`src/hw/dm_cfg.svh`:
```
`ifndef DM_CFG_SVH
`define DM_CFG_SVH

// Wishbone geometry
`define DM_ADR_W 2
`define DM_DAT_W 32

// Register word addresses
`define DM_ADR_CTRL 2'd0
`define DM_ADR_DIV 2'd1

// One row per ms at 50 MHz
`define DM_DIV_RESET 16'd50000

`endif

```
`src/hw/dm_pkg.sv`:
```
`default_nettype none

package dm_pkg;

    typedef logic [2:0] dm_glyph_t;     // 0..5 digits, 6 question mark, 7 heart
    typedef logic [7:0] dm_cols_t;      // One color, one row

    // Control word at address 0
    typedef struct packed {
        logic [24:0] rsvd_hi;
        dm_glyph_t   glyph;             // Bits 6..4
        logic [2:0]  rsvd_lo;
        logic        enable;            // Bit 0
    } dm_ctrl_t;

    // Divisor word at address 1
    typedef struct packed {
        logic [15:0] rsvd;
        logic [15:0] count;             // Clocks per row
    } dm_div_t;

    typedef union packed {
        dm_ctrl_t ctrl;
        dm_div_t  div;
    } dm_reg_word_u;

endpackage

`default_nettype wire

```
`src/hw/dm_wb_regs.sv`:
```
`timescale 1ns/1ns
`default_nettype none
`include "dm_cfg.svh"

module dm_wb_regs (
    input  wire logic                 clk,
    input  wire logic                 rst,
    input  wire logic                 cyc,
    input  wire logic                 stb,
    input  wire logic                 we,
    input  wire logic [`DM_ADR_W-1:0] adr,
    input  wire logic [`DM_DAT_W-1:0] dat_w,
    output logic      [`DM_DAT_W-1:0] dat_r,
    output logic                      ack,
    output logic                      enable,
    output dm_pkg::dm_glyph_t         glyph,
    output logic      [15:0]          div_count
);
    import dm_pkg::*;

    logic         access;
    dm_reg_word_u wr_word;
    dm_reg_word_u rd_word;

    assign access  = cyc && stb && !ack;    // First clock of a valid cycle
    assign wr_word = dat_w;

    always_ff @(posedge clk or posedge rst)
    begin
        if (rst)
            ack <= 1'b0;
        else
            ack <= access;
    end

    always_ff @(posedge clk or posedge rst)
    begin
        if (rst)
        begin
            enable    <= 1'b0;
            glyph     <= '0;
            div_count <= `DM_DIV_RESET;
        end
        else if (access && we)
        begin
            if (adr == `DM_ADR_CTRL)
            begin
                enable <= wr_word.ctrl.enable;
                glyph  <= wr_word.ctrl.glyph;
            end
            else if (adr == `DM_ADR_DIV)
            begin
                if (wr_word.div.count == 16'd0)
                    div_count <= 16'd1;         // Zero would stall the scan
                else
                    div_count <= wr_word.div.count;
            end
        end
    end

    always_comb
    begin
        rd_word = '0;                           // Reserved and unmapped read zero
        if (adr == `DM_ADR_CTRL)
        begin
            rd_word.ctrl.enable = enable;
            rd_word.ctrl.glyph  = glyph;
        end
        else if (adr == `DM_ADR_DIV)
            rd_word.div.count = div_count;
    end

    always_ff @(posedge clk)
    begin
        if (access && !we)
            dat_r <= rd_word;
    end

endmodule

`default_nettype wire

```
`src/hw/dm_scan_timer.sv`:
```
`timescale 1ns/1ns
`default_nettype none

module dm_scan_timer (
    input  wire logic        clk,
    input  wire logic        rst,
    input  wire logic        enable,
    input  wire logic [15:0] div_count,
    output logic             row_tick
);

    logic [15:0] cnt;
    logic [15:0] rem;

    assign rem = (cnt == 16'd0) ? div_count : cnt;  // Zero means start of period

    always_ff @(posedge clk or posedge rst)
    begin
        if (rst)
        begin
            cnt      <= 16'd0;
            row_tick <= 1'b0;
        end
        else if (!enable)
        begin
            cnt      <= 16'd0;
            row_tick <= 1'b0;
        end
        else if (rem == 16'd1)
        begin
            cnt      <= 16'd0;                      // Reload on next clock
            row_tick <= 1'b1;
        end
        else
        begin
            cnt      <= rem - 16'd1;
            row_tick <= 1'b0;
        end
    end

endmodule

`default_nettype wire

```
`src/hw/dm_glyph_rom.sv`:
```
`timescale 1ns/1ns
`default_nettype none

module dm_glyph_rom (
    input  wire dm_pkg::dm_glyph_t glyph,
    input  wire logic [2:0]        row_idx,
    output dm_pkg::dm_cols_t       red,
    output dm_pkg::dm_cols_t       green
);
    import dm_pkg::*;

    // Row 0 first, bit 7 is the leftmost column
    localparam dm_cols_t FONT [64] = '{
        8'b0000_0000,   // Digit 0
        8'b0011_1100,
        8'b0110_0110,
        8'b0110_1110,
        8'b0111_0110,
        8'b0110_0110,
        8'b0110_0110,
        8'b0011_1100,
        8'b0000_0000,   // Digit 1
        8'b0001_1000,
        8'b0011_1000,
        8'b0001_1000,
        8'b0001_1000,
        8'b0001_1000,
        8'b0001_1000,
        8'b0111_1110,
        8'b0000_0000,   // Digit 2
        8'b0011_1100,
        8'b0110_0110,
        8'b0000_0110,
        8'b0000_1100,
        8'b0011_0000,
        8'b0110_0000,
        8'b0111_1110,
        8'b0000_0000,   // Digit 3
        8'b0011_1100,
        8'b0110_0110,
        8'b0000_0110,
        8'b0001_1100,
        8'b0000_0110,
        8'b0110_0110,
        8'b0011_1100,
        8'b0000_0000,   // Digit 4
        8'b0000_1100,
        8'b0001_1100,
        8'b0010_1100,
        8'b0100_1100,
        8'b0111_1110,
        8'b0000_1100,
        8'b0000_1100,
        8'b0000_0000,   // Digit 5
        8'b0111_1110,
        8'b0110_0000,
        8'b0111_1100,
        8'b0000_0110,
        8'b0000_0110,
        8'b0110_0110,
        8'b0011_1100,
        8'b0011_1100,   // Question mark
        8'b0110_0110,
        8'b0000_0110,
        8'b0000_1100,
        8'b0001_1000,
        8'b0001_1000,
        8'b0000_0000,
        8'b0001_1000,
        8'b0000_0000,   // Heart
        8'b0110_0110,
        8'b1111_1111,
        8'b1111_1111,
        8'b0111_1110,
        8'b0011_1100,
        8'b0001_1000,
        8'b0000_0000
    };

    dm_cols_t pix;
    logic     use_red;
    logic     use_green;

    assign pix = FONT[{glyph, row_idx}];

    always_comb
    begin
        case (glyph)
            3'd0, 3'd1:
            begin
                use_red   = 1'b0;               // Green
                use_green = 1'b1;
            end
            3'd4, 3'd5, 3'd6:
            begin
                use_red   = 1'b1;               // Red
                use_green = 1'b0;
            end
            default:
            begin
                use_red   = 1'b1;               // Yellow for 2, 3 and 7
                use_green = 1'b1;
            end
        endcase
    end

    assign red   = use_red ? pix : '0;
    assign green = use_green ? pix : '0;

endmodule

`default_nettype wire

```
`src/hw/dm_row_scanner.sv`:
```
`timescale 1ns/1ns
`default_nettype none

module dm_row_scanner (
    input  wire logic              clk,
    input  wire logic              rst,
    input  wire logic              enable,
    input  wire dm_pkg::dm_glyph_t glyph,
    input  wire logic              row_tick,
    output dm_pkg::dm_glyph_t      rom_glyph,
    output logic [2:0]             rom_row,
    input  wire dm_pkg::dm_cols_t  rom_red,
    input  wire dm_pkg::dm_cols_t  rom_green,
    output logic [7:0]             row,
    output dm_pkg::dm_cols_t       colr,
    output dm_pkg::dm_cols_t       colg
);
    import dm_pkg::*;

    logic [2:0] row_idx;
    dm_glyph_t  glyph_q;                            // Glyph of the current frame

    // ROM looks one row ahead so its columns land with the row select
    assign rom_row   = row_idx + 3'd1;
    assign rom_glyph = (rom_row == 3'd0) ? glyph : glyph_q;

    always_ff @(posedge clk or posedge rst)
    begin
        if (rst)
        begin
            row_idx <= 3'd7;
            glyph_q <= '0;
            row     <= 8'hFF;
            colr    <= '0;
            colg    <= '0;
        end
        else if (!enable)
        begin
            row_idx <= 3'd7;                        // Next step lands on row 0
            row     <= 8'hFF;
            colr    <= '0;
            colg    <= '0;
        end
        else if (row_tick)
        begin
            row_idx <= rom_row;
            glyph_q <= rom_glyph;                   // Only differs at frame start
            row     <= ~(8'b0000_0001 << rom_row);
            colr    <= rom_red;
            colg    <= rom_green;
        end
    end

endmodule

`default_nettype wire

```
`src/hw/dm_display_top.sv`:
```
`timescale 1ns/1ns
`default_nettype none
`include "dm_cfg.svh"

module dm_display_top (
    input  wire logic                 clk,
    input  wire logic                 rst,
    input  wire logic                 cyc,
    input  wire logic                 stb,
    input  wire logic                 we,
    input  wire logic [`DM_ADR_W-1:0] adr,
    input  wire logic [`DM_DAT_W-1:0] dat_w,
    output wire logic [`DM_DAT_W-1:0] dat_r,
    output wire logic                 ack,
    output wire logic [7:0]           row,
    output wire dm_pkg::dm_cols_t     colr,
    output wire dm_pkg::dm_cols_t     colg
);
    import dm_pkg::*;

    wire            enable;
    wire dm_glyph_t glyph;
    wire [15:0]     div_count;
    wire            row_tick;
    wire dm_glyph_t rom_glyph;
    wire [2:0]      rom_row;
    wire dm_cols_t  rom_red;
    wire dm_cols_t  rom_green;

    dm_wb_regs regs0 (
        .clk(clk), .rst(rst),
        .cyc(cyc), .stb(stb), .we(we), .adr(adr),
        .dat_w(dat_w), .dat_r(dat_r), .ack(ack),
        .enable(enable), .glyph(glyph), .div_count(div_count)
    );

    dm_scan_timer timer0 (
        .clk(clk), .rst(rst), .enable(enable),
        .div_count(div_count), .row_tick(row_tick)
    );

    dm_row_scanner scanner0 (
        .clk(clk), .rst(rst), .enable(enable),
        .glyph(glyph), .row_tick(row_tick),
        .rom_glyph(rom_glyph), .rom_row(rom_row),
        .rom_red(rom_red), .rom_green(rom_green),
        .row(row), .colr(colr), .colg(colg)
    );

    dm_glyph_rom rom0 (
        .glyph(rom_glyph), .row_idx(rom_row),
        .red(rom_red), .green(rom_green)
    );

endmodule

`default_nettype wire

```
`config.mk`:
```
export PLATFORM = sky130hd
export DESIGN_NAME = dm_display_top
export DESIGN_NICKNAME = d
export VERILOG_FILES = /design/src/hw/dm_pkg.sv /design/src/hw/dm_wb_regs.sv /design/src/hw/dm_scan_timer.sv /design/src/hw/dm_glyph_rom.sv /design/src/hw/dm_row_scanner.sv /design/src/hw/dm_display_top.sv
export VERILOG_INCLUDE_DIRS = /design/src /design/src/hw
export SDC_FILE = /design/constraint.sdc
export NUM_CORES = 1
export LEC_CHECK = 0
export ABC_AREA = 1
export ABC_CLOCK_PERIOD_IN_PS = 2400
export BUFFER_PORTS_ARGS = -buffer_cell sky130_fd_sc_hd__buf_2
export CORE_MARGIN = 2
export CORE_UTILIZATION = 50
export DETAILED_ROUTE_END_ITERATION = 7
export PLACE_DENSITY = 0.77
export SLEW_MARGIN = 0
export SYNTH_ARGS = -nofsm -noshare
export SYNTH_HDL_FRONTEND = slang
export SYNTH_SLANG_ARGS = --single-unit
```
`constraint.sdc`:
```
create_clock -name clk -period 2.4 [get_ports clk]
set_input_delay 0.24 -clock clk [delete_from_list [all_inputs] [get_ports clk]]
set_output_delay 0.24 -clock clk [all_outputs]
set_load 0.01 [all_outputs]
```
==> results of run 1 <==
-- what timing repair did --
action | 4_1_cts | 5_1_grt
setup buffers | 0 | 1
resized for setup | 2 | 24
hold buffers | 1 | 0
pin swaps | 0 | 0
setup endpoints to repair | 2 | 26
endpoints found under the hold margin | 49 | 0
gates cloned | 0 | 0
-- flip-flops by register name, summed over array words and instances (netlist names), 7 cells and up --
signal / flops
timer0.cnt: 16
regs0.div_count: 16
scanner0.colg: 7
regs0.dat_r: 16
scanner0.colr: 7
scanner0.row: 8
-- stage by stage --
step                      power, mW  util, %  worst slack (ns)  hold slack (ns)  area [um^2]
final                         7.895    59.54            0.1123          0.09088         5475
after global routing          8.669    59.54         0.0006364          0.09962         5475
after CTS                     7.688    58.84          0.001953          0.07941         5411
after detailed placement      6.730    56.71          -0.08375           0.3369         5215
after global placement        6.671    56.71           0.02665           0.3368         5215
after floorplan               5.780        -            0.1920           0.3317         4777
-- routing by layer --
layer	vias up	track usage, %	part of all wire, %
met1	1947	36.39	49
li1	2063	-	-
met4	0	7.380	1.3
met5	-	0	0
met3	13	2.635	6.9
met2	145	35.10	43
-- cells in the mapped netlist (3+ instances only) --
cell type / instances / area, um^2
a21oi_1: 30 / 150.1
buf_4: 22 / 165.2
clkbuf_1: 7 / 26.28
dfrtp_1: 49 / 1226
dfstp_2: 17 / 446.7
edfxtp_1: 16 / 480.5
ha_1: 10 / 125.1
inv_1: 73 / 274.0
nand2_1: 152 / 570.6
nand2_2: 10 / 62.56
nand3_1: 29 / 145.1
nand3_2: 5 / 50.05
nand4_1: 4 / 25.02
nor2_1: 76 / 285.3
nor2_2: 15 / 93.84
nor3_1: 5 / 25.02
nor4_1: 5 / 31.28
o211ai_1: 3 / 22.52
o21ai_0: 38 / 190.2
o21ai_2: 3 / 26.28
o22ai_1: 4 / 25.02
or2_2: 3 / 18.77
xor2_1: 6 / 52.55
-- cell families after synthesis --
family / after synthesis / synth area share, %
xor+xnor: 6 / 1.115
fa+ha+maj: 10 / 2.654
simple gates: 306 / 28.13
flops: 82 / 45.67
buf+inv: 109 / 11.44
compound gates: 89 / 10.91
other cells: 1 / 0.07954
-- power groups by stage --
stage	Clock [mW]	Combinational, mW	Sequential (mW)
final	0.930	5.22	1.74
after global routing	0.983	5.92	1.77
after CTS	0.941	5.01	1.74
after detailed placement	0	4.97	1.76
after global placement	0	4.91	1.76
after floorplan	0	4.04	1.74
-- critical path, stage by stage (launching register included) --
cell and delay (ns):
dfstp_2 0.54, ha_2 0.20, ha_2 0.20, buf_4 0.15, nand2_1 0.12, o21ai_4 0.13, buf_6 0.16, a21oi_1 0.04
o21ai_1 0.12, a21oi_1 0.09, or2_2 0.32, o21ai_1 0.15
-- cell usage in the layout (no fill, tap or decap), types with 16 or more instances in the layout --
master,n
nand2_1,150
nor2_1,74
inv_1,70
buf_2,63
dfrtp_1,49
o21ai_0,32
a21oi_1,30
nand3_1,28
buf_4,28
dfstp_2,17
conb_1,16
edfxtp_1,16
-- area by class of cell --
cell class              instances  area [um^2]  area share [%]
flip-flops and latches         82         2153           39.33
multi-input cells             427         2138           39.05
repair buffers                 95        578.1           10.56
inverters                      76        287.8           5.256
well taps                     111        138.9           2.537
clock buffers                  10        127.6           2.331
clock inverters                 6        51.30          0.9369
-- final timing paths --
check | cells after the start | startpoint | endpoint
max | 11 | scanner0.row_idx[0]$_DFFE_PP1P_ | scanner0.colr[6]$_DFFE_PP0P_
min | 3 | dat_w[14] | regs0.div_count[14]$_DFFE_PP1P_
max reg2reg | 11 | scanner0.row_idx[0]$_DFFE_PP1P_ | scanner0.colr[6]$_DFFE_PP0P_
min reg2reg | 2 | regs0.div_count[9]$_DFFE_PP1P_ | regs0.div_count[9]$_DFFE_PP1P_
max in group asynchronous | 4 | rst | scanner0.row[0]$_DFFE_PP1P_
min in group asynchronous | 4 | rst | scanner0.colg[3]$_DFFE_PP0P_
==> run summary, run 1 <==
Initial DRT Pass Iterations: 5
Sequential share of power: 22.1%
Hold Violations, Final: 0
Lkg Pwr: 2.819 nW
CTS Sinks: 82
Period Utilization, post-route: 95.32%
Worst-path clk slew: 0.09 ns
Reg2reg setup slack: 0.11 ns
Min Tclk post-route: 2.288 ns
Fin nets: 740
CP Data Required Time: 2.68 ns
Cell internal pwr: 3.780 mW
Ant. Diodes: 0
Synth cell types: 38
# DRC: 0
Vias in the first global route: 3,835
Total CTS buffers: 9
Starting Density: 51.27%
CP Launch Type: register
Yosys warnings: 0
Die ar.: 10,220 um^2
Worst min-delay path category: in -> reg
Status: complete, no violations
VDD IR max: 0.8130 mV
Fraction of layout cells with a size suffix above 1: 26.15%
Synthesized area: 4715 um^2
Max-slew violations: 0
DRT antenna net count: 0
Clock Path Buffers: 2
Largest net degree at the start of global routing: 67
Post-synth EDFFs: 16
Half-perimeter wire length after placement: 8844 um
Vias: 4,168
Async SR Flop Fraction: 80.49%
CP Capture Type: register
DR vias/cell: 5.165
PortBufs: 63
Post-Syn Area per Cell: 7.818 um^2
Worst slew pin tran: 0.6030 ns
Ports: 96
Synth-to-Final Area Change: 16.14%
Worst slew margin: 59.80%
Pwr Density: 1442 nW/um^2
First-pass GRT wire length: 18,830 um
Synth Instances: 603
Logic gate share of total power: 66.2%
Htree depth: 3
Post-Route WL: 11,630 um
Initial antenna violation count: 0
GPL Wtd Cong: 0.9050
Switching power of the nets: 4.114 mW
Fill count: 859
GR Overflow Total: 0
Post-synthesis sequential area ratio: 45.67%
Setup-failing EPs final: 0
Inst Count DP: 789
Sw Ratio: 52.11%
Chip width: 101.1 um
Clk_lat worst skew: 0.36 ns
Max Fclk: 437.1 MHz
Yosys reg bits: 82
TritonCTS clock tree: yes
Top_reg_cell synth: dfrtp_1
Setup TNS: 0 ns
Std cell rows: 35
1st-iter DRT viols: 247
CP Max Fanout: 6
DR WL/cell: 14.42 um
Clk_skew: 0.01159 ns
Critical path type: reg -> reg
Maximum capacitance violations: 0
Non-Filler Instances: 807
Root Buffer: clkbuf_8
Die height: 101.1 um
Total GRT Usage: 23.66%
Unrepaired setup endpoints after global routing: no
Clock power frac: 11.8%
CP arrival: 2.57 ns
Core area: 9196 um^2
Power figures use the tool's default switching activity.
==> inputs of run 2 (changes only) <==
- MAX_ROUTING_LAYER: unset -> met4
==> run summary, run 2 (same netlist as run 1, synthesis figures left out) <==
Hold Violations, Final: 0 (unchanged)
Setup TNS: 0 ns (unchanged)
Ports: 96 (unchanged)
Ant. Diodes: 0 (unchanged)
Vias in the first global route: 3,843 (+0.21%)
Unrepaired setup endpoints after global routing: no
Cell internal pwr: 3.878 mW (+2.6%)
Die height: 101.1 um (unchanged)
VDD IR max: 0.8591 mV (+5.7%)
Reg2reg setup slack: 0.14 ns (+0.03 ns)
1st-iter DRT viols: 223 (-9.7%)
Worst slew margin: 60.06% (+0.26 points)
Clk_lat worst skew: 0.36 ns (about the same)
Clk_skew: 0.01188 ns (+0.0002882 ns)
Critical Path Start: scanner0.row_idx[0]$_DFFE_PP1P_
Die ar.: 10,220 um^2 (unchanged)
Setup-failing EPs final: 0 (unchanged)
Reg2Reg Launch Point: scanner0.row_idx[0]$_DFFE_PP1P_
Initial DRT Pass Iterations: 5 (unchanged)
Switching power of the nets: 4.219 mW (+2.5%)
Clock power frac: 11.4% (-0.4 points)
Logic gate share of total power: 67.0% (+0.8 points)
Critical Path End: scanner0.colr[1]$_DFFE_PP0P_
Vias: 4,203 (+0.84%)
DR vias/cell: 5.170 (about the same)
Pwr Density: 1460 nW/um^2 (+1.2%)
Core area: 9196 um^2 (unchanged)
CP arrival: 2.51 ns (-0.06 ns)
Worst-path clk slew: 0.09 ns (about the same)
Period Utilization, post-route: 94.14% (-1.2 points)
Cell Area, Placed: 5240 um^2 (+0.48%)
Post-Route WL: 12,060 um (+3.6%)
Half-perimeter wire length after placement: 9285 um (+5.0%)
Clock Path Buffers: 2 (unchanged)
CP Data Required Time: 2.65 ns (-0.03 ns)
# DRC: 0 (unchanged)
TritonCTS clock tree: yes
Std cell rows: 35 (unchanged)
Hold Crit Start: dat_w[9]
PortBufs: 63 (unchanged)
Final Core Density: 60.31% (+0.78 points)
CP Capture Type: register
CP Launch Type: register
Chip width: 101.1 um (unchanged)
Most frequent cells in the layout: nand2_1 (150), nor2_1 (72), inv_1 (69)
DR WL/cell: 14.83 um (+2.9%)
Max Fclk: 442.6 MHz (+1.3%)
Status: complete, no violations
Synth-to-Final Area Change: 17.65%
Largest registers: regs0.dat_r: 16 flops, regs0.div_count: 16 flops, timer0.cnt: 16 flops
Worst R2R End: scanner0.colr[1]$_DFFE_PP0P_
Root Buffer: clkbuf_8
FF-to-FF path depth: 9 (-2)
Sw Ratio: 52.10% (about the same)
First-pass GRT wire length: 19,030 um (+1.1%)
Max-slew violations: 0 (unchanged)
GPL Wtd Cong: 0.9658 (+6.7%)
Worst setup margin: 0.1406 ns (+0.02828 ns)
Min Tclk post-route: 2.259 ns (-0.02828 ns)
Sequential share of power: 21.6% (-0.5 points)
Htree depth: 3 (unchanged)
GR Overflow Total: 0 (unchanged)
Fraction of layout cells with a size suffix above 1: 27.64% (+1.5 points)
DRT antenna net count: 0 (unchanged)
Critical path type: reg -> reg
Worst slew pin tran: 0.5992 ns (-0.003853 ns)
Design area: 5547 um^2 (+1.3%)
Commonest non-fill, non-tap cell in the layout: nand2_1
Total CTS buffers: 9 (unchanged)
Worst min-delay path category: in -> reg
Maximum capacitance violations: 0 (unchanged)
Starting Density: 51.27% (unchanged)
Lkg Pwr: 2.856 nW (+1.3%)
Initial antenna violation count: 0 (unchanged)
CTS Sinks: 82 (unchanged)
Fin nets: 746 (+0.81%)
DP Worst Slack: -0.02634 ns (+0.05742 ns)
CP Max Fanout: 6 (unchanged)
Largest net degree at the start of global routing: 27 (-60%)
Total GRT Usage: 24.69% (+1.0 points)
==> run 2: how the worst min path moves through the flow <==
stage	slack, ns	cells past startpoint	end
after floorplan	0.33	2	regs0.div_count[14]$_DFFE_PP1P_
after global placement	0.32	2	regs0.ack$_DFF_PP0_
after detailed placement	0.32	2	regs0.ack$_DFF_PP0_
after CTS	0.08	3	regs0.div_count[15]$_DFFE_PP1P_
after global routing	0.1	3	regs0.div_count[9]$_DFFE_PP1P_
final	0.08	3	regs0.div_count[9]$_DFFE_PP1P_
==> run 2: repair_timing <==
item	4_1_cts	5_1_grt
pin swaps	0	2
setup buffers	0	2
resized for setup	4	30
endpoints found under the setup margin	4	23
hold buffers	1	0
endpoints found under the hold margin	23	0
==> run 2: metrics by stage <==
step	hold slack [ns]	total power, mW	instances
CTS	0.08056	7.803	811
finish	0.07965	8.096	813
detailed placement	0.3218	6.856	794
floorplan	0.3317	5.780	618
global placement	0.3199	6.816	794
global route	0.09997	8.823	813
==> run 2: critical path, stage by stage (launching register included) <==
cell	delay [ns]
dfstp_2	0.56
ha_4	0.17
ha_2	0.32
buf_4	0.18
or2_2	0.31
a21oi_2	0.13
o21ai_0	0.11
nand3_1	0.09
nand2_1	0.10
a22o_1	0.19
==> run 2: power by group through the flow <==
stage                     sequential, mW  clock [mW]  combinational, mW
after floorplan                     1.74           0               4.04
after global placement              1.76           0               5.05
after detailed placement            1.77           0               5.09
after CTS                           1.74       0.931               5.13
after global routing                1.77       0.980               6.08
final                               1.75       0.922               5.43
==> run 2: metal layers <==
layer	GRT usage [%]	part of all wire, %
met5	-	0
met4	6.029	0.68
met3	2.288	6.3
met2	35.10	43
met1	37.94	50
==> run 2: cell type report <==
class / count / area [um^2]
fill: 882 / 3650
multi-input combinational: 427 / 2176
clock inverter: 7 / 52.55
inverter: 76 / 287.8
sequential: 82 / 2153
clock buffer: 9 / 123.9
timing repair buffer: 101 / 614.3
tap: 111 / 138.9
==> inputs of run 3 (changes only) <==
- CELL_PAD_IN_SITES_DETAIL_PLACEMENT: unset -> 2
- CELL_PAD_IN_SITES_GLOBAL_PLACEMENT: unset -> 2
- CORE_UTILIZATION: 50 -> 29
- PLACE_DENSITY: 0.77 -> unset
- PLACE_DENSITY_LB_ADDON: unset -> 0.1
==> run summary, run 3 (same netlist as run 1, synthesis figures left out) <==
Status: complete, no violations
Fraction of layout cells with a size suffix above 1: 28.89% (+1.3 points)
Maximum capacitance violations: 0 (unchanged)
Multi-input gate area: 2213 um^2 (+1.7%)
Critical path type: reg -> reg
CP Capture Type: register
Clk_skew: 0.01152 ns (-0.0003586 ns)
Pwr Density: 1592 nW/um^2 (+9.1%)
Cell Area, Placed: 5453 um^2 (+4.1%)
Chip width: 131.5 um (+30%)
Initial DRT Pass Iterations: 4 (-1)
Fill count: 1,870 (+110%)
Top routing layer used: met4
Routed met3 length: 446 um (-41%)
Met1 WL: 8101 um (+35%)
Inst Count DP: 902 (+14%)
Worst min-delay path category: in -> reg
Unrepaired setup endpoints after global routing: yes
GR Overflow Total: 0 (unchanged)
Design area: 6012 um^2 (+8.4%)
Initial antenna violation count: 0 (unchanged)
Crit-path cells: buf_4, inv_1, ha_1, buf_4, nor2_1, inv_1, a21oi_1, nor2_1, a21oi_1, or2_2, o21ai_0
Synth-to-Final Area Change: 27.52%
Htree depth: 3 (unchanged)
Worst-path clk slew: 0.08 ns (about the same)
First-pass GRT wire length: 25,630 um (+35%)
Worst setup margin: 0.1184 ns (-0.02214 ns)
CP max stage delay: 0.57 ns (about the same)
TritonCTS clock tree: yes
Non-Filler Instances: 929 (+14%)
Most frequent cells in the layout: nand2_1 (151), nor2_1 (71), inv_1 (69)
Vias in the first global route: 4,655 (+21%)
Total CTS buffers: 9 (unchanged)
Register area: 2153 um^2 (unchanged)
DP Worst Slack: -0.09300 ns (-0.06666 ns)
Hold Violations, Final: 0 (unchanged)
Half-perimeter wire length after placement: 12,260 um (+32%)
Setup-failing EPs final: 0 (unchanged)
Clock Path Buffers: 2 (unchanged)
GPL Wtd Cong: 0.8453 (-12%)
Hold slack: 0.08066 ns (+0.001011 ns)
Largest net degree at the start of global routing: 44 (+63%)
Crit path buffers/inverters: 4 (+3)
Worst slew pin tran: 0.5835 ns (-0.01569 ns)
DR WL/cell: 17.49 um (+18%)
CTS Sinks: 82 (unchanged)
Ports: 96 (unchanged)
CP Max Fanout: 4 (-2)
Min Tclk post-route: 2.282 ns (+0.02214 ns)
Period Utilization, post-route: 95.06% (+0.92 points)
DR vias/cell: 4.666 (-9.7%)
Clk_lat worst skew: 0.36 ns (about the same)
Total GRT Usage: 19.44% (-5.2 points)
Root Buffer: clkbuf_16
Starting Density: 29.68% (-22 points)
Vias: 4,335 (+3.1%)
Fin nets: 757 (+1.5%)
Std cell rows: 46 (+31%)
Met2 wire len: 7498 um (+44%)
Lkg Pwr: 3.012 nW (+5.5%)
Largest registers: regs0.dat_r: 16 flops, regs0.div_count: 16 flops, timer0.cnt: 16 flops
Ant. Diodes: 0 (unchanged)
Die height: 131.5 um (+30%)
1st-iter DRT viols: 167 (-25%)
Core area: 15,890 um^2 (+73%)
VDD IR max: 0.5576 mV (-35%)
CP Launch Type: register
Worst path slowest cell: dfstp_2
CP Data Required Time: 2.67 ns (+0.02 ns)
Commonest non-fill, non-tap cell in the layout: nand2_1
# DRC: 0 (unchanged)
CP top delay family: flip-flops
Die ar.: 17,290 um^2 (+69%)
PortBufs: 63 (unchanged)
CP arrival: 2.55 ns (+0.04 ns)
Max-slew violations: 0 (unchanged)
Post-Route WL: 16,250 um (+35%)
Worst slew margin: 61.06% (+1.0 points)
DRT antenna net count: 0 (unchanged)
Max Fclk: 438.3 MHz (-0.97%)
## run 3: cell type report
class | count | area share (%)
well taps | 216 | 4.495
multi-input cells | 427 | 36.82
clock buffers | 9 | 3.746
repair buffers | 112 | 13.15
inverters | 76 | 4.745
flip-flops and latches | 82 | 35.82
clock inverters | 7 | 1.228
## run 3: where the power goes
group          leakage [nW]  internal, mW  switching [mW]
combinational          1.88          2.31            4.06
clock                 0.150         0.744           0.688
sequential            0.980          1.64           0.128
## run 3: what timing repair did
action / in CTS / in global routing
gates resized for setup: 9 / 28
buffers inserted: 1 / 8
pin swaps: 0 / 7
gates cloned: 0 / 1
setup endpoints to repair: 18 / 28
endpoints found under the hold margin: 23 / 0
hold buffers: 1 / 0
## run 3: worst reg2reg max path: stages (launching register included)
cell,delay [ns]
dfstp_2,0.57
buf_4,0.14
inv_1,0.06
ha_1,0.33
buf_4,0.13
nor2_1,0.06
inv_1,0.12
a21oi_1,0.08
nor2_1,0.15
a21oi_1,0.09
or2_2,0.32
o21ai_0,0.16
## run 3: final timing paths
path,startpoint,endpoint,slack [ns],cells after the start
hold / removal,dat_w[15],regs0.div_count[15]$_DFFE_PP1P_,0.08,3
min in group asynchronous,rst,timer0.cnt[11]$_DFF_PP0_,0.49,3
hold reg to reg,regs0.div_count[9]$_DFFE_PP1P_,regs0.div_count[9]$_DFFE_PP1P_,0.47,2
setup reg to reg,scanner0.row_idx[1]$_DFFE_PP1P_,scanner0.colg[6]$_DFFE_PP0P_,0.12,11
setup / recovery,scanner0.row_idx[1]$_DFFE_PP1P_,scanner0.colg[6]$_DFFE_PP0P_,0.12,11
max in group asynchronous,rst,scanner0.row[7]$_DFFE_PP1P_,1.21,4
## run 3: metal layers
metal  vias up  track usage [%]
met3        13            3.009
met2        68            29.32
li1       2090                -
met1      2164            27.29
met5         -                -
met4         0            5.072
## run 3: per-stage QoR
step	total power, mW	setup TNS, ns	utilization (%)
after floorplan	5.780	0	-
after global placement	7.117	-0.05431	34.33
after detailed placement	7.300	-0.2847	34.33
after CTS	8.901	0	36.49
after global routing	10.45	-0.2018	37.85
final	9.571	0	37.85
